File: src/logic/dcache_pkg.sv
// --------------------
// dcache ram package
// geometry and vector types for the data cache ram
// --------------------
package dcache_pkg;

  // --------------------
  // geometry
  localparam int tid_w      = 2;                 // hw threads
  localparam int line_idx_w = 5;                 // lines per thread
  localparam int index_w    = line_idx_w + 1;    // lsb picks the half
  localparam int half_w     = 64;                // iu / memory beat width
  localparam int num_halves = 2;
  localparam int line_w     = num_halves * half_w;
  localparam int tag_w      = 20;                // tag address field

  // all threads share one array, tid on top of the line index
  localparam int num_lines  = 2 ** (tid_w + line_idx_w);

  // --------------------
  // vector types
  typedef logic [tid_w-1:0]              tid_t;
  typedef logic [index_w-1:0]            half_idx_t;   // line index plus half bit
  typedef logic [tid_w+line_idx_w-1:0]   line_addr_t;  // {tid, line index}

  typedef logic [half_w-1:0]             half_data_t;
  typedef logic [line_w-1:0]             line_data_t;  // {high half, low half}
  typedef logic [num_halves-1:0]         half_mask_t;  // bit 0 is the low half

  typedef logic [tag_w-1:0]              tag_t;

  // tag entry, msb first
  //   valid
  //   dirty
  //   parity, stored as given
  //   tag address
  typedef logic [tag_w+2:0]              tag_entry_t;

endpackage
File: src/logic/dcache_wr_if.sv
// --------------------
// dcache write request bundle
// data and tag array writes, applied at the next gclk edge
// --------------------
`timescale 1ns/10ps

interface dcache_wr_if;

  // data array port
  dcache_pkg::half_mask_t  data_we;    // per half enable
  dcache_pkg::line_addr_t  data_addr;
  dcache_pkg::line_data_t  data_line;

  // tag array port
  logic                    tag_we;
  dcache_pkg::line_addr_t  tag_addr;
  dcache_pkg::tag_entry_t  tag_entry;

  // write path side
  modport src (
    output data_we, data_addr, data_line,
    output tag_we, tag_addr, tag_entry
  );

  // storage side
  modport arr (
    input  data_we, data_addr, data_line,
    input  tag_we, tag_addr, tag_entry
  );

endinterface

File: src/logic/dcache_write_path.sv
// --------------------
// dcache write path
// two beat refill deserializer, data and tag write select
// memory side wins over the iu on both arrays
// --------------------
`timescale 1ns/10ps

module dcache_write_path (
  input  logic                    gclk,
  input  logic                    rst_n,
  // iu write
  input  dcache_pkg::tid_t        iu_wr_tid,
  input  dcache_pkg::half_idx_t   iu_wr_index,
  input  dcache_pkg::half_data_t  iu_wdata,
  input  dcache_pkg::half_mask_t  iu_we_data,
  input  logic                    iu_we_tag,
  input  dcache_pkg::tag_entry_t  iu_wtag,
  // memory write
  input  dcache_pkg::tid_t        mem_wr_tid,
  input  dcache_pkg::half_idx_t   mem_wr_index,
  input  dcache_pkg::half_data_t  mem_wdata,
  input  logic                    mem_wr_beat,
  input  logic                    mem_tag_we,
  input  dcache_pkg::tag_t        mem_wtag,
  // to the arrays
  dcache_wr_if.src                wr
);
  import dcache_pkg::*;

  logic        beat_phase;    // 0 = low half comes next
  logic        first_beat;
  logic        second_beat;
  half_data_t  lo_half;       // beat 1 held here
  line_data_t  fill_line;     // rebuilt line
  line_addr_t  fill_addr;
  logic        fill_pend;     // line write owns the data port this cycle

  assign first_beat  = mem_wr_beat & ~beat_phase;
  assign second_beat = mem_wr_beat &  beat_phase;

  // --------------------
  // refill deserializer
  always_ff @(posedge gclk) begin
    if (!rst_n) begin
      beat_phase <= 1'b0;
      fill_pend  <= 1'b0;
    end else begin
      if (mem_wr_beat) begin
        beat_phase <= ~beat_phase;  // idle gaps keep the phase
      end
      fill_pend <= second_beat;     // write one edge after beat 2
    end
  end

  always_ff @(posedge gclk) begin
    if (first_beat) begin
      lo_half <= mem_wdata;
    end
    // address taken from the second beat
    if (second_beat) begin
      fill_line <= {mem_wdata, lo_half};
      fill_addr <= {mem_wr_tid, mem_wr_index[index_w-1:1]};
    end
  end

  // --------------------
  // data port select, refill over iu
  always_comb begin
    if (fill_pend) begin
      wr.data_we   = '1;                        // whole line
      wr.data_addr = fill_addr;
      wr.data_line = fill_line;
    end else begin
      wr.data_we   = iu_we_data;
      wr.data_addr = {iu_wr_tid, iu_wr_index[index_w-1:1]};
      wr.data_line = {num_halves{iu_wdata}};    // same word in both halves
    end
  end

  // tag port select, flush over iu
  always_comb begin
    if (mem_tag_we) begin
      wr.tag_we    = 1'b1;
      wr.tag_addr  = {mem_wr_tid, mem_wr_index[index_w-1:1]};
      wr.tag_entry = {3'b000, mem_wtag};        // valid, dirty, parity cleared
    end else begin
      wr.tag_we    = iu_we_tag;
      wr.tag_addr  = {iu_wr_tid, iu_wr_index[index_w-1:1]};
      wr.tag_entry = iu_wtag;
    end
  end

endmodule

File: src/flat_wrapper.sv
// flat-port wrapper written by rule: the top's interface ports become plain ports
module dcache_write_path_flat import dcache_pkg::*;
  (gclk, rst_n, iu_wr_tid, iu_wr_index, iu_wdata, iu_we_data, iu_we_tag, iu_wtag, mem_wr_tid, mem_wr_index, mem_wdata, mem_wr_beat, mem_tag_we, mem_wtag, wr_data_we, wr_data_addr, wr_data_line, wr_tag_we, wr_tag_addr, wr_tag_entry);
  dcache_wr_if wr_i ();
  input  logic gclk;
  input  logic rst_n;
  input  dcache_pkg::tid_t iu_wr_tid;
  input  dcache_pkg::half_idx_t iu_wr_index;
  input  dcache_pkg::half_data_t iu_wdata;
  input  dcache_pkg::half_mask_t iu_we_data;
  input  logic iu_we_tag;
  input  dcache_pkg::tag_entry_t iu_wtag;
  input  dcache_pkg::tid_t mem_wr_tid;
  input  dcache_pkg::half_idx_t mem_wr_index;
  input  dcache_pkg::half_data_t mem_wdata;
  input  logic mem_wr_beat;
  input  logic mem_tag_we;
  input  dcache_pkg::tag_t mem_wtag;
  output wire logic [$bits(wr_i.data_we)-1:0] wr_data_we;
  output wire logic [$bits(wr_i.data_addr)-1:0] wr_data_addr;
  output wire logic [$bits(wr_i.data_line)-1:0] wr_data_line;
  output wire logic [$bits(wr_i.tag_we)-1:0] wr_tag_we;
  output wire logic [$bits(wr_i.tag_addr)-1:0] wr_tag_addr;
  output wire logic [$bits(wr_i.tag_entry)-1:0] wr_tag_entry;
  assign wr_data_we = wr_i.data_we;
  assign wr_data_addr = wr_i.data_addr;
  assign wr_data_line = wr_i.data_line;
  assign wr_tag_we = wr_i.tag_we;
  assign wr_tag_addr = wr_i.tag_addr;
  assign wr_tag_entry = wr_i.tag_entry;
  dcache_write_path u_core (.gclk(gclk), .rst_n(rst_n), .iu_wr_tid(iu_wr_tid), .iu_wr_index(iu_wr_index), .iu_wdata(iu_wdata), .iu_we_data(iu_we_data), .iu_we_tag(iu_we_tag), .iu_wtag(iu_wtag), .mem_wr_tid(mem_wr_tid), .mem_wr_index(mem_wr_index), .mem_wdata(mem_wdata), .mem_wr_beat(mem_wr_beat), .mem_tag_we(mem_tag_we), .mem_wtag(mem_wtag), .wr(wr_i));
endmodule
File: config.mk
export PLATFORM = sky130hd
export DESIGN_NAME = dcache_write_path_flat
export DESIGN_NICKNAME = d
export VERILOG_FILES = /design/src/logic/dcache_pkg.sv /design/src/logic/dcache_wr_if.sv /design/src/logic/dcache_write_path.sv /design/src/flat_wrapper.sv
export SDC_FILE = /design/constraint.sdc
export NUM_CORES = 1
export LEC_CHECK = 0
export ABC_AREA = 1
export BUFFER_PORTS_ARGS = -buffer_cell sky130_fd_sc_hd__buf_4
export CAP_MARGIN = 40
export CORE_MARGIN = 2
export CORE_UTILIZATION = 32
export CTS_CLUSTER_DIAMETER = 80
export DETAILED_ROUTE_END_ITERATION = 8
export PLACE_DENSITY = 0.59
export SYNTH_ARGS = -nofsm -noshare
export SYNTH_HDL_FRONTEND = slang
export SYNTH_SLANG_ARGS = --single-unit
File: constraint.sdc
create_clock -name gclk -period 5.5 [get_ports gclk]
set_input_delay 1.1 -clock gclk [delete_from_list [all_inputs] [get_ports gclk]]
set_output_delay 1.1 -clock gclk [all_outputs]
set_load 0.02 [all_outputs]
==> results.sh <==
export IMPL_crit_arrival_ns=2.26
export IMPL_cts_sinks=201
export IMPL_tns_ns=0
export IMPL_grtUsageTotal_pct=15.5
export IMPL_portBuffers=359
export IMPL_leakage_nw=5.16
export IMPL_rsz0062_at_grt="false"
export IMPL_synth_edff_count=199
export IMPL_synth_top_area_cell="edfxtp_1"
export IMPL_status="completed"
export IMPL_period_share_pct=61.1
export IMPL_area_growth_syn_to_layout_pct=47.1
export IMPL_cts_setup_buffers=0
export IMPL_grt_antenna_before_repair=0
export IMPL_reg2reg_depth=2
export IMPL_vdd_ir_drop_max_uv=190
export IMPL_period_needed_ns=3.36
export IMPL_dr_pass1_iters=4
export IMPL_cp_required_ns=4.40
export IMPL_ant_nets=0
export IMPL_n_fill_cell=2321
export IMPL_hp_start="u_core.lo_half[0]"
export IMPL_die_area_um2=25900
export IMPL_hold_viol=0
export IMPL_reg2reg_to="u_core.lo_half[44]"
export IMPL_syn_avg_cell_area_um2=11.9
export IMPL_synth_top_area_share_pct=75.9
export IMPL_synth_area_um2=7880
export IMPL_critPathCaptureType="output pin"
export IMPL_routabilityCongestion=0.844
export IMPL_hold_buffers=0
export IMPL_diodes=0
export IMPL_vias=5878
export IMPL_setup_viol=0
export IMPL_drc_errors=0
export IMPL_yosys_cell_types_count=12
export IMPL_drtIter0Drc=284
export IMPL_rr_startpoint="u_core.beat_phase"
export IMPL_nets=1219
export IMPL_routed_wl_um=21300
export IMPL_grt_pass1_wl_um=31300
export IMPL_slew_violations=0
export IMPL_power_density_nw_per_um2=321
export IMPL_design_core_area_um2=24200
export IMPL_globalRouteOverflowTotal=0
export IMPL_ys_seq_area_share_pct=76.4
export IMPL_crit_slowest_cell="inv_4"
export IMPL_cts_max_path_buffers=3
export IMPL_start_kind="register"
export IMPL_routedWlPerCell_um=15.6
export IMPL_cts_root_buf="clkbuf_16"
export IMPL_h_tree_depth=1
export IMPL_critical_path_top_delay_family="buffers and inverters"
export IMPL_timing_critical_path_mode_cell="nand2_1"
export IMPL_pin_count=362
export IMPL_synth_fp_nets=858
export IMPL_post_cts_resized=0
export IMPL_synth_most_common_cell="nand2_1"
export IMPL_numCtsBuffers=22
export IMPL_ys_seq_elements=201
export IMPL_ff2ff_setup_slack_ns=3.73
export IMPL_max_stage_delay_ns=0.51
export IMPL_die_w_um=161
export IMPL_relSlewSlack_pct=53.0
export IMPL_cp_max_fo=64
export IMPL_whs_endpoint="u_core.fill_line[0]"
export IMPL_cp_num_buf_inv=3
export IMPL_die_y_um=161
export IMPL_finalClockSkew_ns=0.0107
export IMPL_yosysWarnings=0
export IMPL_grt_max_degree=65
export IMPL_hold_path_class="register to register"
export IMPL_whs_ns=0.413
export IMPL_ys_flop_type="edfxtp_1"
export IMPL_total_power_mw=3.72
export IMPL_crit_chain="buf_12 -> inv_4 -> nand2_1 -> nand2_1 -> buf_4"
export IMPL_fp_row_count=57
export IMPL_holdPathStages=0
export IMPL_grt_pass1_vias=5782
export IMPL_synth_commonest_cells="nand2_1, edfxtp_1, buf_2, inv_1, o21ai_0"
export IMPL_clk_latency_ns=0.49
export IMPL_synth_async_reset_ratio_pct=0
export IMPL_synthCells=664
export IMPL_path_class="register to output pin"
export IMPL_place_hpwl_um=15300
export IMPL_fmax_mhz=298
export IMPL_drive_gt1_share_pct=38.8
export IMPL_via_per_inst=4.31
export IMPL_worstMarginPinSlew_ns=0.706
export IMPL_start_util_pct=32.5
export IMPL_yosys_top_cells_area="edfxtp_1, nand2_1, buf_6"
export IMPL_tritoncts="yes"
export IMPL_clkTransAtPathRegs_ns=0.06
export IMPL_drv_cap=0
==> layer usage <==
metal	part of all wire (%)	global-route usage [%]	routed length, um	up-vias
met5	0	0	0	-
li1	-	-	-	2919
met4	1.5	3.45	309	0
met1	38	17.4	8070	2692
met3	8.7	4.39	1850	23
met2	52	29.1	11000	244
==> area by class of cell <==
type / count / area (um^2) / share of cell area [%]
clock buffer: 24 / 579 / 5.00
clock inverter: 14 / 121 / 1.05
inverter: 15 / 63.8 / 0.551
multi-input combinational: 420 / 1610 / 13.9
sequential: 201 / 6020 / 51.9
tap: 324 / 405 / 3.50
timing repair buffer: 365 / 2790 / 24.1
==> sequential cells by signal, summed over array words and instances (netlist names) <==
name	count
u_core.lo_half	64
u_core.fill_addr	7
u_core.fill_pend	1
u_core.fill_line	128
u_core.beat_phase	1
==> where the power goes <==
| part | switching, mW | internal [mW] |
|---|---|---|
| Clock | 0.564 | 0.850 |
| Sequential | 0.0188 | 1.77 |
| Combinational | 0.291 | 0.231 |
| Total | 0.874 | 2.85 |
==> cells by family (layout without fill, tap and decap cells) <==
kind of cell / count (synthesis) / in the layout / share of synthesized area, %
DFF: 201 / 201 / 76.4
and+or+nand+nor: 406 / 406 / 19.4
AOI/OAI and AO/OA: 14 / 14 / 0.889
buffers and inverters: 43 / 418 / 3.30
==> stage by stage <==
stage	utilization, %	setup WS [ns]	area [um^2]	cells
detailed placement	44.9	2.21	10900	1325
global route	47.8	1.93	11600	1363
CTS	47.8	2.04	11600	1363
floorplan	-	1.19	7880	664
global placement	44.6	2.21	10800	1322
finish	47.8	2.14	11600	1363
==> placed cells by master (no fill, tap or decap), types with 2 or more instances in the layout <==
cell type and count:
clkinv_2 6, clkinv_1 4, clkbuf_16 23, inv_1 13, or2_1 2, nand2_1 396
buf_16 2, buf_4 362, nor2_1 6, bufinv_16 2, edfxtp_1 199, o21ai_0 14
==> how the worst max path moves through the flow <==
stage,cells past startpoint,endpoint,startpoint,slack (ns)
final,5,wr_data_line[58],u_core.fill_pend,2.14
after global routing,5,wr_data_line[46],u_core.fill_pend,1.93
after CTS,5,wr_data_line[46],u_core.fill_pend,2.04
after detailed placement,5,wr_tag_entry[5],mem_tag_we,2.21
after global placement,5,wr_tag_entry[5],mem_tag_we,2.21
after floorplan,2,u_core.lo_half[0],mem_wr_beat,1.19
Note: power is estimated with default switching activity, not from simulation.
