==> src/logic/dcache_pkg.sv <==
// --------------------
// dcache ram package
// geometry and vector types for the data cache ram
// --------------------
package dcache_pkg;

  // --------------------
  // geometry
  localparam int tid_w      = 2;                 // hw threads
  localparam int line_idx_w = 5;                 // lines per thread
  localparam int index_w    = line_idx_w + 1;    // lsb picks the half
  localparam int half_w     = 64;                // iu / memory beat width
  localparam int num_halves = 2;
  localparam int line_w     = num_halves * half_w;
  localparam int tag_w      = 20;                // tag address field

  // all threads share one array, tid on top of the line index
  localparam int num_lines  = 2 ** (tid_w + line_idx_w);

  // --------------------
  // vector types
  typedef logic [tid_w-1:0]              tid_t;
  typedef logic [index_w-1:0]            half_idx_t;   // line index plus half bit
  typedef logic [tid_w+line_idx_w-1:0]   line_addr_t;  // {tid, line index}

  typedef logic [half_w-1:0]             half_data_t;
  typedef logic [line_w-1:0]             line_data_t;  // {high half, low half}
  typedef logic [num_halves-1:0]         half_mask_t;  // bit 0 is the low half

  typedef logic [tag_w-1:0]              tag_t;

  // tag entry, msb first
  //   valid
  //   dirty
  //   parity, stored as given
  //   tag address
  typedef logic [tag_w+2:0]              tag_entry_t;

endpackage
==> src/logic/dcache_rd_if.sv <==
// --------------------
// dcache read bundle
// read addresses out to the arrays, raw lines and tag back
// --------------------
`timescale 1ns/10ps

interface dcache_rd_if;

  // addresses, set up before the edge
  dcache_pkg::line_addr_t  iu_addr;
  dcache_pkg::line_addr_t  mem_addr;

  // registered results, one cycle later
  dcache_pkg::line_data_t  iu_line;
  dcache_pkg::line_data_t  mem_line;
  dcache_pkg::tag_entry_t  iu_tag;     // tag follows the iu address only

  // formatter side
  modport fmt (
    output iu_addr, mem_addr,
    input  iu_line, mem_line, iu_tag
  );

  // storage side
  modport arr (
    input  iu_addr, mem_addr,
    output iu_line, mem_line, iu_tag
  );

endinterface

==> src/logic/dcache_read_format.sv <==
// --------------------
// dcache read formatter
// line addressing, half select, tag return
// --------------------
`timescale 1ns/10ps

module dcache_read_format (
  input  logic                    gclk,
  input  logic                    rst_n,
  input  dcache_pkg::tid_t        iu_rd_tid,
  input  dcache_pkg::half_idx_t   iu_rd_index,
  input  dcache_pkg::tid_t        mem_rd_tid,
  input  dcache_pkg::half_idx_t   mem_rd_index,
  dcache_rd_if.fmt                rd,
  output dcache_pkg::half_data_t  iu_rdata,
  output dcache_pkg::tag_entry_t  iu_rtag,
  output dcache_pkg::half_data_t  mem_rdata
);
  import dcache_pkg::*;

  logic iu_sel;    // half bit, aligned with the array output
  logic mem_sel;
  logic rd_vld;    // first read after reset has landed

  function automatic half_data_t pick_half(input line_data_t line, input logic sel);
    return sel ? line[line_w-1:half_w] : line[half_w-1:0];
  endfunction

  // line address drops the half bit
  assign rd.iu_addr  = {iu_rd_tid, iu_rd_index[index_w-1:1]};
  assign rd.mem_addr = {mem_rd_tid, mem_rd_index[index_w-1:1]};

  // --------------------
  // half select, same edge as the array read
  always_ff @(posedge gclk) begin
    if (!rst_n) begin
      iu_sel  <= 1'b0;
      mem_sel <= 1'b0;
      rd_vld  <= 1'b0;
    end else begin
      iu_sel  <= iu_rd_index[0];
      mem_sel <= mem_rd_index[0];
      rd_vld  <= 1'b1;
    end
  end

  // outputs read zero until rd_vld
  assign iu_rdata  = rd_vld ? pick_half(rd.iu_line, iu_sel)   : '0;
  assign mem_rdata = rd_vld ? pick_half(rd.mem_line, mem_sel) : '0;
  assign iu_rtag   = rd_vld ? rd.iu_tag : '0;   // valid, dirty, parity, tag

endmodule

==> src/flat_wrapper.sv <==
// flat-port wrapper written by rule: the top's interface ports become plain ports
module dcache_read_format_flat import dcache_pkg::*;
  (gclk, rst_n, iu_rd_tid, iu_rd_index, mem_rd_tid, mem_rd_index, iu_rdata, iu_rtag, mem_rdata, rd_iu_addr, rd_mem_addr, rd_iu_line, rd_mem_line, rd_iu_tag);
  dcache_rd_if rd_i ();
  input  logic gclk;
  input  logic rst_n;
  input  dcache_pkg::tid_t iu_rd_tid;
  input  dcache_pkg::half_idx_t iu_rd_index;
  input  dcache_pkg::tid_t mem_rd_tid;
  input  dcache_pkg::half_idx_t mem_rd_index;
  output dcache_pkg::half_data_t iu_rdata;
  output dcache_pkg::tag_entry_t iu_rtag;
  output dcache_pkg::half_data_t mem_rdata;
  output wire logic [$bits(rd_i.iu_addr)-1:0] rd_iu_addr;
  output wire logic [$bits(rd_i.mem_addr)-1:0] rd_mem_addr;
  input wire logic [$bits(rd_i.iu_line)-1:0] rd_iu_line;
  input wire logic [$bits(rd_i.mem_line)-1:0] rd_mem_line;
  input wire logic [$bits(rd_i.iu_tag)-1:0] rd_iu_tag;
  assign rd_iu_addr = rd_i.iu_addr;
  assign rd_mem_addr = rd_i.mem_addr;
  assign rd_i.iu_line = rd_iu_line;
  assign rd_i.mem_line = rd_mem_line;
  assign rd_i.iu_tag = rd_iu_tag;
  dcache_read_format u_core (.gclk(gclk), .rst_n(rst_n), .iu_rd_tid(iu_rd_tid), .iu_rd_index(iu_rd_index), .mem_rd_tid(mem_rd_tid), .mem_rd_index(mem_rd_index), .rd(rd_i), .iu_rdata(iu_rdata), .iu_rtag(iu_rtag), .mem_rdata(mem_rdata));
endmodule
==> config.mk <==
export PLATFORM = sky130hd
export DESIGN_NAME = dcache_read_format_flat
export DESIGN_NICKNAME = d
export VERILOG_FILES = /design/src/logic/dcache_pkg.sv /design/src/logic/dcache_rd_if.sv /design/src/logic/dcache_read_format.sv /design/src/flat_wrapper.sv
export SDC_FILE = /design/constraint.sdc
export NUM_CORES = 1
export LEC_CHECK = 0
export BUFFER_PORTS_ARGS = -buffer_cell sky130_fd_sc_hd__clkbuf_2
export CAP_MARGIN = 25
export CORE_AREA = 4 4 179 181
export CTS_BUF_LIST = sky130_fd_sc_hd__clkbuf_16
export DETAILED_ROUTE_END_ITERATION = 8
export DIE_AREA = 0 0 183 185
export GPL_TIMING_DRIVEN = 0
export SKIP_LAST_GASP = 1
export SYNTH_ARGS = -nofsm -noshare
export SYNTH_HDL_FRONTEND = slang
export SYNTH_SLANG_ARGS = --single-unit
==> constraint.sdc <==
create_clock -name gclk -period 2.5 [get_ports gclk]
set_input_delay 0.25 -clock gclk [delete_from_list [all_inputs] [get_ports gclk]]
set_output_delay 0.25 -clock gclk [all_outputs]
set_load 0.02 [all_outputs]
==> results.md, run 1 <==
- The run finished with clean final reports.
- The kind of launch point of the worst setup path is a flop.
- The number of setup buffers added after CTS is 0.
- The element type at the critical path end is an output pin.
- The quantity of gates resized following cts is 0.
- Setup repair after global routing left no endpoint under its margin.
- After detailed routing, the total wire length is 16700 µm.
- The flip-flop and latch count after synthesis is 3.
- Port buffering added 447 buffers.
- The global placement routability congestion is 0.850.
- Traced cell by cell, the critical path runs through buf_4 > buf_2 > nor2b_1 > clkbuf_2.
- Fill cells in the final layout number 3448.
- The CTS buffer count is 3.
- The total die area is 33900 µm².
- The number of instances in the synthesized netlist is 328.
- At the worst endpoint, the arrival time is 1.72 ns.
- The ratio of final minimum period to clock period is 0.790.
- The number of antenna diodes in the final layout is 0.
- The violation count after the first detailed-route iteration is 71.
- The critical path contains buffers and inverters numbering 3 combined.
- Leaving out fill and tap cells, the most frequent cell in the layout is sky130_fd_sc_hd__clkbuf_2.
- The buffer depth of the longest clock path is 2.
- For this design, the CTS-stage hold fixing added 0 buffers.
- The initial core utilization is 0.0891.
- The power per unit of standard cell area is 241 nW/µm².
- The logic depth of the worst setup path including buffers is 4.
- The detailed-routing iteration count for the pre-antenna-repair pass is 4.
- Internal power comes to 0.000734 W.
- The total via count in the routed design is 4028.
- The register area share after synthesis is 0.0222.
- The highest net fanout along the worst path is 10.
- In the final timing run, aggregate negative setup slack is 0 ns.
- The wire length per cell after detailed routing is 14.2 µm.
- The number of global-route vias before repair is 4153.
- The area growth from synthesis to final layout is 104%.
- The total congestion overflow is 0.
- The capturing element of the worst setup path is mem_rdata[57].
- Entering global routing, the biggest net connects 11 pins.
- The type of the most critical hold path is in2reg.
- The transition time at the pin with the least slew margin is 0.478 ns.
- The initialized floorplan defines 64 standard-cell rows.
- The total number of nets in the final design is 1077.
- For this run, design rule violations remaining after detail routing come to 0.
- Once detailed placement completed, the half-perimeter wirelength came to 15500 µm.
- For this design, the slowest cell found on the critical path is sky130_fd_sc_hd__dfxtp_1.
- The detail route stage leaves a number of antenna-violating nets equal to 0.
- Clock tree synthesis selected as its root buffer the cell sky130_fd_sc_hd__clkbuf_16.
- The leakage power is 3.01 nW.
- Setup violations remaining at the end of the flow were counted as 0.
- The net load switching power is 0.000598 W.
- The number of failing hold endpoints at the final stage is 0.
- The worst slack after detailed placement is 0.589 ns.
- The synthesized netlist contains 10 unique library cells.
- Grouping stages by cell kind, the critical path spends the most delay in buffers and inverters.
- The maximum clock rate is 507 MHz.
- The delay of the slowest critical-path stage is 0.53 ns.
- The number of violations of the max-capacitance limit is 0.
- The initial antenna violation count is 0.
- The maximum level of the CTS H-tree is 1.
- The switching power share of the total is 0.449.
- In the layout the commonest cells are 447 x sky130_fd_sc_hd__clkbuf_2, 128 x sky130_fd_sc_hd__mux2i_1, 128 x sky130_fd_sc_hd__nor2b_1, 25 x sky130_fd_sc_hd__and2_1, 15 x sky130_fd_sc_hd__buf_4.
- The part of the power in combinational logic is 0.771.
- After detailed routing, the number of vias per cell comes to 3.43.
- Setup slack on the critical path of the routed design comes to 0.526 ns.
- The post-route core utilization is 0.181.
- The net count of the mapped netlist is 625.
- The first global-routing pass estimated 23000 µm of wire.
- The worst IR drop on VDD is 0.256 mV.
- The overall routing resource usage is 0.0864.
- The standard cell core area is 30400 µm².
- The tightest slew margin relative to the limit is 0.681.
- After clock tree synthesis, the clock-pin slew on the worst setup and hold paths is 0.03 ns.
- 462 I/O pins were placed.
- The clock period could shrink to 1.97 ns.
- The share of total power dissipated in the clock network is 0.189.
- The tree built by TritonCTS fans out to 3 sinks.
- The die height is 185 µm.
- Of the total power, registers draw 0.041.
- The average cell area after synthesis is 8.27 µm².
- The count of synthesis-stage warnings from yosys is 0.
- The worst hold path stage count is 1.
- Data on the critical path is required at its endpoint by 2.25 ns.
- The critical path is of the reg2out type.
- Of the cells placed in the final design, the portion with a size suffix greater than 1 is 0.626.
- The launch point of the worst path is u_core.rd_vld$_DFF_P_.
- Measured along the x axis, the die boundary spans 183 µm.
- The mapped netlist covers 2710 µm².
- The number of pins with negative max-slew slack in the final report was 0.
- TritonCTS built the clock tree.
area by class of cell:
class	instances	area (µm²)	area share
multi-input combinational	281	2240	0.405
tap	396	495	0.0897
sequential	3	60.1	0.0109
timing repair buffer	447	2240	0.405
clock buffer	3	75.1	0.0136
buffer	44	413	0.0748
clock inverter	1	3.75	0.000680
stage by stage:
stage | hold slack [ns] | power (W) | instance area, µm² | cells
after detailed placement | 0.430 | 0.00110 | 5440 | 1171
after floorplan | 0.278 | 0.000625 | 2710 | 328
after global routing | 0.197 | 0.00143 | 5520 | 1175
after CTS | 0.199 | 0.00136 | 5520 | 1175
final | 0.203 | 0.00133 | 5520 | 1175
after global placement | 0.425 | 0.00109 | 5440 | 1171
metal layers:
layer | global-route usage | vias up | part of all wire
met2 | 0.167 | 281 | 0.52
met3 | 0.0171 | 18 | 0.095
met5 | 0 | - | 0
met4 | 0.0238 | 0 | 0.022
li1 | - | 1978 | -
met1 | 0.0951 | 1751 | 0.37
logic make-up after synthesis:
| kind of cell | Yosys count | synth area share |
|---|---|---|
| simple gates | 153 | 0.353 |
| mux | 128 | 0.473 |
| buf+inv | 44 | 0.152 |
| flops | 3 | 0.0222 |
synthesized netlist by cell type:
master,n,area [µm²]
sky130_fd_sc_hd__buf_8,6,90.1
sky130_fd_sc_hd__clkbuf_1,6,22.5
sky130_fd_sc_hd__and2_1,25,156
sky130_fd_sc_hd__buf_6,2,22.5
sky130_fd_sc_hd__buf_4,15,113
sky130_fd_sc_hd__nor2b_1,128,801
sky130_fd_sc_hd__mux2i_1,128,1280
sky130_fd_sc_hd__buf_2,9,45.0
sky130_fd_sc_hd__buf_12,6,120
sky130_fd_sc_hd__dfxtp_1,3,60.1
worst min-delay path by stage:
stage                       endpoint  slack [ns]  startpoint
2_1_floorplan  u_core.rd_vld$_DFF_P_        0.28       rst_n
3_3_place_gp   u_core.rd_vld$_DFF_P_        0.42       rst_n
3_5_place_dp   u_core.rd_vld$_DFF_P_        0.43       rst_n
4_1_cts        u_core.rd_vld$_DFF_P_        0.20       rst_n
5_1_grt        u_core.rd_vld$_DFF_P_        0.20       rst_n
6_report       u_core.rd_vld$_DFF_P_        0.20       rst_n
registers in the layout, indices dropped and copies added (netlist names):
name and flops:
u_core.iu_sel 1, u_core.mem_sel 1, u_core.rd_vld 1
power groups by stage:
stage	sequential (W)	clock [W]	combinational (W)
global route	0.0000550	0.000261	0.00111
finish	0.0000541	0.000251	0.00103
CTS	0.0000548	0.000258	0.00104
global placement	0.0000556	0	0.00103
detailed placement	0.0000555	0	0.00104
floorplan	0.0000532	0	0.000572
Note: power is estimated with default switching activity, not from simulation.
==> inputs of run 2 (changes only) <==
==> constraint.sdc (replaced) <==
create_clock -name gclk -period 1.6 [get_ports gclk]
set_input_delay 0.16 -clock gclk [delete_from_list [all_inputs] [get_ports gclk]]
set_output_delay 0.16 -clock gclk [all_outputs]
set_load 0.02 [all_outputs]
==> results.md, run 2 (synthesized netlist as in run 1, its figures left out) <==
- The run finished, with violations left.
- The final reports fail on setup timing.
- The maximum number of pins on one net before global-route repair is 11 (unchanged).
- The number of non-filler instances in the completed layout came to 1184 (+0.77%).
- TritonCTS built the clock tree.
- The power per unit of standard cell area is 376 nW/µm² (+56%).
- The total die area is 33900 µm² (unchanged).
- The number of global-route vias before repair is 4217 (+1.5%).
- The number of pins with negative max-slew slack in the final report is 0 (unchanged).
- The sum of internal, switching and leakage power was 0.00222 W (+67%).
- The minimum setup slack in the final design was -0.0130 ns (-0.539 ns).
- The data arrival time of the critical path is 1.45 ns (-0.27 ns).
- The maximum level of the CTS H-tree is 1 (unchanged).
- The wire length per cell after detailed routing is 14.6 µm (+2.8%).
- The element type at the critical path end is an output pin.
- Traced cell by cell, the critical path runs through buf_12 > buf_12 > mux2i_4 > nor2b_1 > clkbuf_2.
- The post-cts hold buffer count was 0 (unchanged).
- The initial core utilization is 0.0891 (unchanged).
- The tightest slew margin relative to the limit was 0.784 (+0.103).
- The top cell types in the final layout, fill and taps aside, are 435 x sky130_fd_sc_hd__clkbuf_2, 126 x sky130_fd_sc_hd__nor2b_1, 114 x sky130_fd_sc_hd__mux2i_1, 27 x sky130_fd_sc_hd__buf_4, 25 x sky130_fd_sc_hd__and2_1.
- The highest net fanout along the worst path is 10 (unchanged).
- The final design instance area without fill was 5910 µm² (+7.1%).
- The sum of negative setup slack came to -0.0373 ns (-0.0373 ns).
- The delay of the slowest critical-path stage is 0.35 ns (-0.18 ns).
- The ratio of final minimum period to clock period is 1.01.
- The violation count after the first detailed-route iteration was 59 (-17%).
- Derived from the worst setup path, the maximum achievable clock frequency is 620 MHz.
- The total via count in the routed design is 4083 (+1.4%).
- The leakage power is 3.14 nW (+4.3%).
- The CTS buffer count is 3 (unchanged).
- The number of failing hold endpoints at the final stage is 0 (unchanged).
- The type of the most critical hold path is in2reg.
- The area growth from synthesis to final layout is 118%.
- The global-route wire length before repair was 23600 µm (+2.6%).
- The proportion of layout cells with a drive suffix above 1 came to 0.657 (+0.0309).
- The placed cell area came to 5440 µm² (unchanged).
- The total number of nets in the final design is 1086 (+0.84%).
- The worst IR drop on VDD is 0.416 mV (+63%).
- The buffer depth of the longest clock path is 2 (unchanged).
- The post-DP HPWL was 15500 µm (unchanged).
- The global placement routability congestion was 0.850 (unchanged).
- The final routed wirelength across all metal layers is 17300 µm (+3.6%).
- The number of port buffers is 447 (unchanged).
- The number of design rule violations left after detail routing is 0 (unchanged).
- The largest individual stage delay along the critical path comes from the cell sky130_fd_sc_hd__dfxtp_1.
- Setup repair after global routing could not meet its margin everywhere.
- The cell that appears most often on the critical path is sky130_fd_sc_hd__buf_12.
- The total congestion overflow is 0 (unchanged).
- The width of the die is 183 µm (unchanged).
- Leaving out fill and tap cells, the most frequent cell in the layout is sky130_fd_sc_hd__clkbuf_2.
- The initial antenna violation count is 0 (unchanged).
- In the final layout, the registers with the most flip-flops are u_core.iu_sel (1), u_core.mem_sel (1), u_core.rd_vld (1).
- The number of rows in the core area is 64 (unchanged).
- The overall routing resource usage is 0.0887 (+0.00230).
- The via density per instance is 3.45 (+0.59%).
- The standard cell core area was 30400 µm² (unchanged).
- The data required time at the worst endpoint is 1.44 ns (-0.81 ns).
- The detailed-routing iteration count for the pre-antenna-repair pass is 4 (unchanged).
- The number of sinks handled by clock tree synthesis is 3 (unchanged).
- The critical path class is reg2out.
- The diode insertion count for antenna repair is 0 (unchanged).
- The worst setup path is launched from a flop.
- The final count of negative-setup-slack endpoints was 4 (+4).
- The count of placed standard cells including taps is 1171 (unchanged).
- The number of nets still failing antenna checks after routing is 0 (unchanged).
- The clock slew at the register clock pins of the worst setup and hold paths was 0.03 ns (about the same).
- The number of violations of the max-capacitance limit is 0 (unchanged).
- The transition time at the pin with the least slew margin is 0.315 ns (-0.163 ns).
- The die height came to 185 µm (unchanged).
- The minimum period implied by the final worst setup slack is 1.61 ns.
- The count of boundary I/O pins came to 462 (unchanged).
- The tree is rooted in a sky130_fd_sc_hd__clkbuf_16.
==> run 2: cell count changes in the layout (fill, tap and decap cells not counted), moves of 5 or more <==
cell                       previous run  this run
sky130_fd_sc_hd__mux2i_1            128       114
sky130_fd_sc_hd__buf_4               15        27
sky130_fd_sc_hd__clkbuf_2           447       435
sky130_fd_sc_hd__mux2i_4              0         9
sky130_fd_sc_hd__clkbuf_4             0         7
sky130_fd_sc_hd__mux2i_2              0         5
==> run 2: repair_timing <==
item / CTS / global route
cloned: 3 / 2
buffers inserted: 4 / 0
resized for setup: 41 / 34
setup endpoints to repair: 151 / 60
endpoints found under the hold margin: 0 / 0
==> run 2: layer usage <==
metal / part of all wire / global-route usage
met1: 0.37 / 0.0979
met2: 0.51 / 0.171
met3: 0.090 / 0.0175
met4: 0.027 / 0.0262
met5: 0 / 0
==> run 2: final cells by class <==
class,instances,area (µm²)
plain buffers,44,478
clock buffers,3,75.1
fillers,3407,24500
multi-input cells,281,2370
clock inverters,1,3.75
repair buffers,456,2420
well taps,396,495
flip-flops and latches,3,67.6
==> run 2: report_power, final <==
group          switching [W]  internal, W  total (W)
clock network      0.0000762     0.000323   0.000399
registers         0.00000897    0.0000783  0.0000872
logic               0.000896     0.000839    0.00174
==> run 2: worst max-delay path: cells and delay by family, from the launching register on <==
family | cells | cell delay (ns)
flip-flops | 1 | 0.35
multiplexers | 1 | 0.28
buffers and inverters | 3 | 0.50
AND/OR/NAND/NOR | 1 | 0.07
==> run 2: path summary, 6_finish.rpt <==
path / end / from / depth (start not counted) / slack [ns]
worst min-delay path: u_core.rd_vld$_DFF_P_ / rst_n / 1 / 0.11
worst max-delay path: iu_rdata[3] / u_core.iu_sel$_SDFF_PN0_ / 5 / -0.01
==> run 2: metrics by stage <==
stage | util | hold WS (ns) | setup WS [ns]
2_1_floorplan | - | 0.188 | 0.408
3_3_place_gp | 0.179 | 0.335 | -0.231
3_5_place_dp | 0.179 | 0.340 | -0.221
4_1_cts | 0.190 | 0.109 | -0.0363
5_1_grt | 0.194 | 0.107 | -0.0531
6_report | 0.194 | 0.112 | -0.0130
==> inputs of run 3 (changes only) <==
==> constraint.sdc (replaced) <==
create_clock -name gclk -period 1.6 [get_ports gclk]
set_input_delay 0.16 -clock gclk [delete_from_list [all_inputs] [get_ports gclk]]
set_output_delay 0.16 -clock gclk [all_outputs]
set_load 0.1 [all_outputs]
==> results.md, run 3 (synthesized netlist as in run 1, its figures left out) <==
- The worst slack after detailed placement is -0.454 ns (-0.233 ns).
- The CTS buffer count is 3 (unchanged).
- The clock share of power is 0.077 (-0.103).
- The flow ran to the end, but the final reports show violations.
- The maximum number of pins on one net before global-route repair is 11 (unchanged).
- The critical path class is reg2out.
- The highest net fanout along the worst path is 10 (unchanged).
- The post-cts hold buffer count is 0 (unchanged).
- The root buffer cell chosen for the clock tree is sky130_fd_sc_hd__clkbuf_16.
- The total via count in the routed design is 4227 (+3.5%).
- The transition time at the pin with the least slew margin is 0.560 ns (+0.245 ns).
- The part of the power in combinational logic came to 0.905 (+0.124).
- The total of fill cells in the finished design is 2980 (-13%).
- The logic depth of the worst setup path including buffers is 5 (unchanged).
- The number of port buffers is 447 (unchanged).
- The area growth from synthesis to final layout is 247%.
- The proportion of layout cells with a drive suffix above 1 is 0.941 (+0.283).
- The power per unit of standard cell area is 541 nW/µm² (+44%).
- The total congestion overflow is 0 (unchanged).
- The number of rows in the core area is 64 (unchanged).
- The worst IR drop on VDD is 0.484 mV (+16%).
- The initial core utilization was 0.0891 (unchanged).
- The via density per instance is 3.56 (+3.3%).
- The element type at the critical path end is an output pin.
- The die height came to 185 µm (unchanged).
- The final reports fail on setup timing.
- The post-route core utilization is 0.309 (+0.115).
- The total number of nets in the final design is 1089 (+0.28%).
- The number of failing hold endpoints at the final stage was 0 (unchanged).
- The detailed-routing iteration count for the pre-antenna-repair pass came to 4 (unchanged).
- The critical path starts at u_core.iu_sel$_SDFF_PN0_.
- The internal cell power came to 0.00217 W (+75%).
- The maximum level of the CTS H-tree is 1 (unchanged).
- The width of the die is 183 µm (unchanged).
- The count of boundary I/O pins is 462 (unchanged).
- The ratio of final minimum period to clock period was 1.07 (+0.0613).
- The total die area came to 33900 µm² (unchanged).
- The library cell used most frequently in the layout, excluding fill and tap cells, is sky130_fd_sc_hd__clkbuf_2.
- The data required time at the worst endpoint is 1.44 ns (about the same).
- The count of placed standard cells including taps is 1171 (unchanged).
- In this run the worst setup path terminates at iu_rdata[36].
- The number of buffer and inverter stages on the critical path was 3 (unchanged).
- The number of sinks handled by clock tree synthesis was 3 (unchanged).
- Grouping stages by cell kind, the critical path spends the most delay in buffers and inverters.
- The switching power share of the total is 0.574 (+0.132).
- The data arrival time of the critical path is 1.55 ns (+0.10 ns).
- The final count of negative-setup-slack endpoints is 114 (+110).
- The violation count after the first detailed-route iteration is 37 (-37%).
- In the final layout, the registers with the most flip-flops are u_core.iu_sel (1), u_core.mem_sel (1), u_core.rd_vld (1).
- The minimum setup slack in the final design was -0.111 ns (-0.0980 ns).
- The most repeated library cell on the critical path is sky130_fd_sc_hd__buf_12.
- The slowest library cell on the worst path is sky130_fd_sc_hd__dfxtp_4.
- STA classifies the critical path startpoint as a flop.
- The initial antenna violation count is 0 (unchanged).
- The standard cell core area is 30400 µm² (unchanged).
- The net load switching power came to 0.00293 W (+200%).
- The global placement routability congestion was 0.839 (-1.3%).
- The clock slew at the register clock pins of the worst setup and hold paths is 0.03 ns (about the same).
- The delay of the slowest critical-path stage is 0.40 ns (+0.05 ns).
- The global-route wire length before repair came to 25800 µm (+9.5%).
- The type of the most critical hold path is in2reg.
- The buffer depth of the longest clock path is 2 (unchanged).
- The post-DP HPWL was 15000 µm (-3.3%).
- The sequential share of power came to 0.018 (-0.021).
- The tightest slew margin relative to the limit is 0.628 (-0.156).
- The wire length per cell after detailed routing was 17.2 µm (+18%).
- The number of non-filler instances in the completed layout is 1187 (+0.25%).
- The minimum period implied by the final worst setup slack is 1.71 ns (+0.0980 ns).
- The overall routing resource usage is 0.0976 (+0.00891).
- The number of pins with negative max-slew slack in the final report is 0 (unchanged).
- The number of violations of the max-capacitance limit is 0 (unchanged).
- Walking the worst path, the cells encountered are buf_12 > buf_12 > mux2i_4 > nor2b_4 > clkbuf_8.
- Setup repair after global routing could not meet its margin everywhere.
- The number of design rule violations left after detail routing is 0 (unchanged).
- The number of nets still failing antenna checks after routing is 0 (unchanged).
- The final routed wirelength across all metal layers is 20500 µm (+18%).
- The worst-case hold slack came to 0.0971 ns (-0.0149 ns).
- The TritonCTS clock tree is yes.
- The maximum clock rate is 584 MHz (-5.7%).
- The leakage power is 4.28 nW (+36%).
- The number of global-route vias before repair is 4566 (+8.3%).
- The diode insertion count for antenna repair is 0 (unchanged).
- Leaving out fill and tap cells, the most frequent cells in the layout are 301 x sky130_fd_sc_hd__clkbuf_2, 68 x sky130_fd_sc_hd__nor2b_4, 67 x sky130_fd_sc_hd__mux2i_4, 60 x sky130_fd_sc_hd__nor2b_2, 59 x sky130_fd_sc_hd__clkbuf_8.
==> run 3: power groups by stage <==
stage / Clock (W) / Sequential (W) / Combinational [W]
after detailed placement: 0 / 0.0000864 / 0.00343
after CTS: 0.000397 / 0.0000864 / 0.00427
after floorplan: 0 / 0.0000830 / 0.00271
after global placement: 0 / 0.0000864 / 0.00341
final: 0.000390 / 0.0000918 / 0.00462
after global routing: 0.000406 / 0.0000939 / 0.00475
==> run 3: through the flow <==
stage | setup TNS, ns | area [µm²] | total power (W)
floorplan | -6.49 | 3340 | 0.00279
global placement | -46.58 | 6070 | 0.00350
detailed placement | -48.10 | 6070 | 0.00352
CTS | -6.74 | 8550 | 0.00475
global route | -13.38 | 9420 | 0.00525
finish | -6.80 | 9420 | 0.00510
==> run 3: metal layers <==
metal | part of all wire | track usage
met2 | 0.54 | 0.195
met5 | 0 | 0
met1 | 0.35 | 0.103
met3 | 0.078 | 0.0189
met4 | 0.036 | 0.0274
==> run 3: worst min-delay path by stage <==
stage / startpoint / to / cells past startpoint / slack [ns]
2_1_floorplan: rst_n / u_core.rd_vld$_DFF_P_ / 0 / 0.19
3_3_place_gp: rst_n / u_core.rd_vld$_DFF_P_ / 1 / 0.32
3_5_place_dp: rst_n / u_core.rd_vld$_DFF_P_ / 1 / 0.33
4_1_cts: rst_n / u_core.rd_vld$_DFF_P_ / 1 / 0.1
5_1_grt: rst_n / u_core.rd_vld$_DFF_P_ / 1 / 0.10
6_report: rst_n / u_core.rd_vld$_DFF_P_ / 1 / 0.1
==> run 3: what timing repair did <==
action | in CTS | in global routing
setup buffers | 3 | 2
gates resized for setup | 454 | 161
endpoints found under the setup margin | 151 | 150
pin swaps | 0 | 0
cloned | 0 | 7
==> run 3: area by class of cell <==
cell class / instances / area, µm² / share of cell area
timing repair buffer: 459 / 4310 / 0.458
multi-input combinational: 281 / 3880 / 0.412
buffer: 44 / 576 / 0.0611
tap: 396 / 495 / 0.0526
clock buffer: 3 / 75.1 / 0.00797
sequential: 3 / 71.3 / 0.00757
clock inverter: 1 / 3.75 / 0.000399
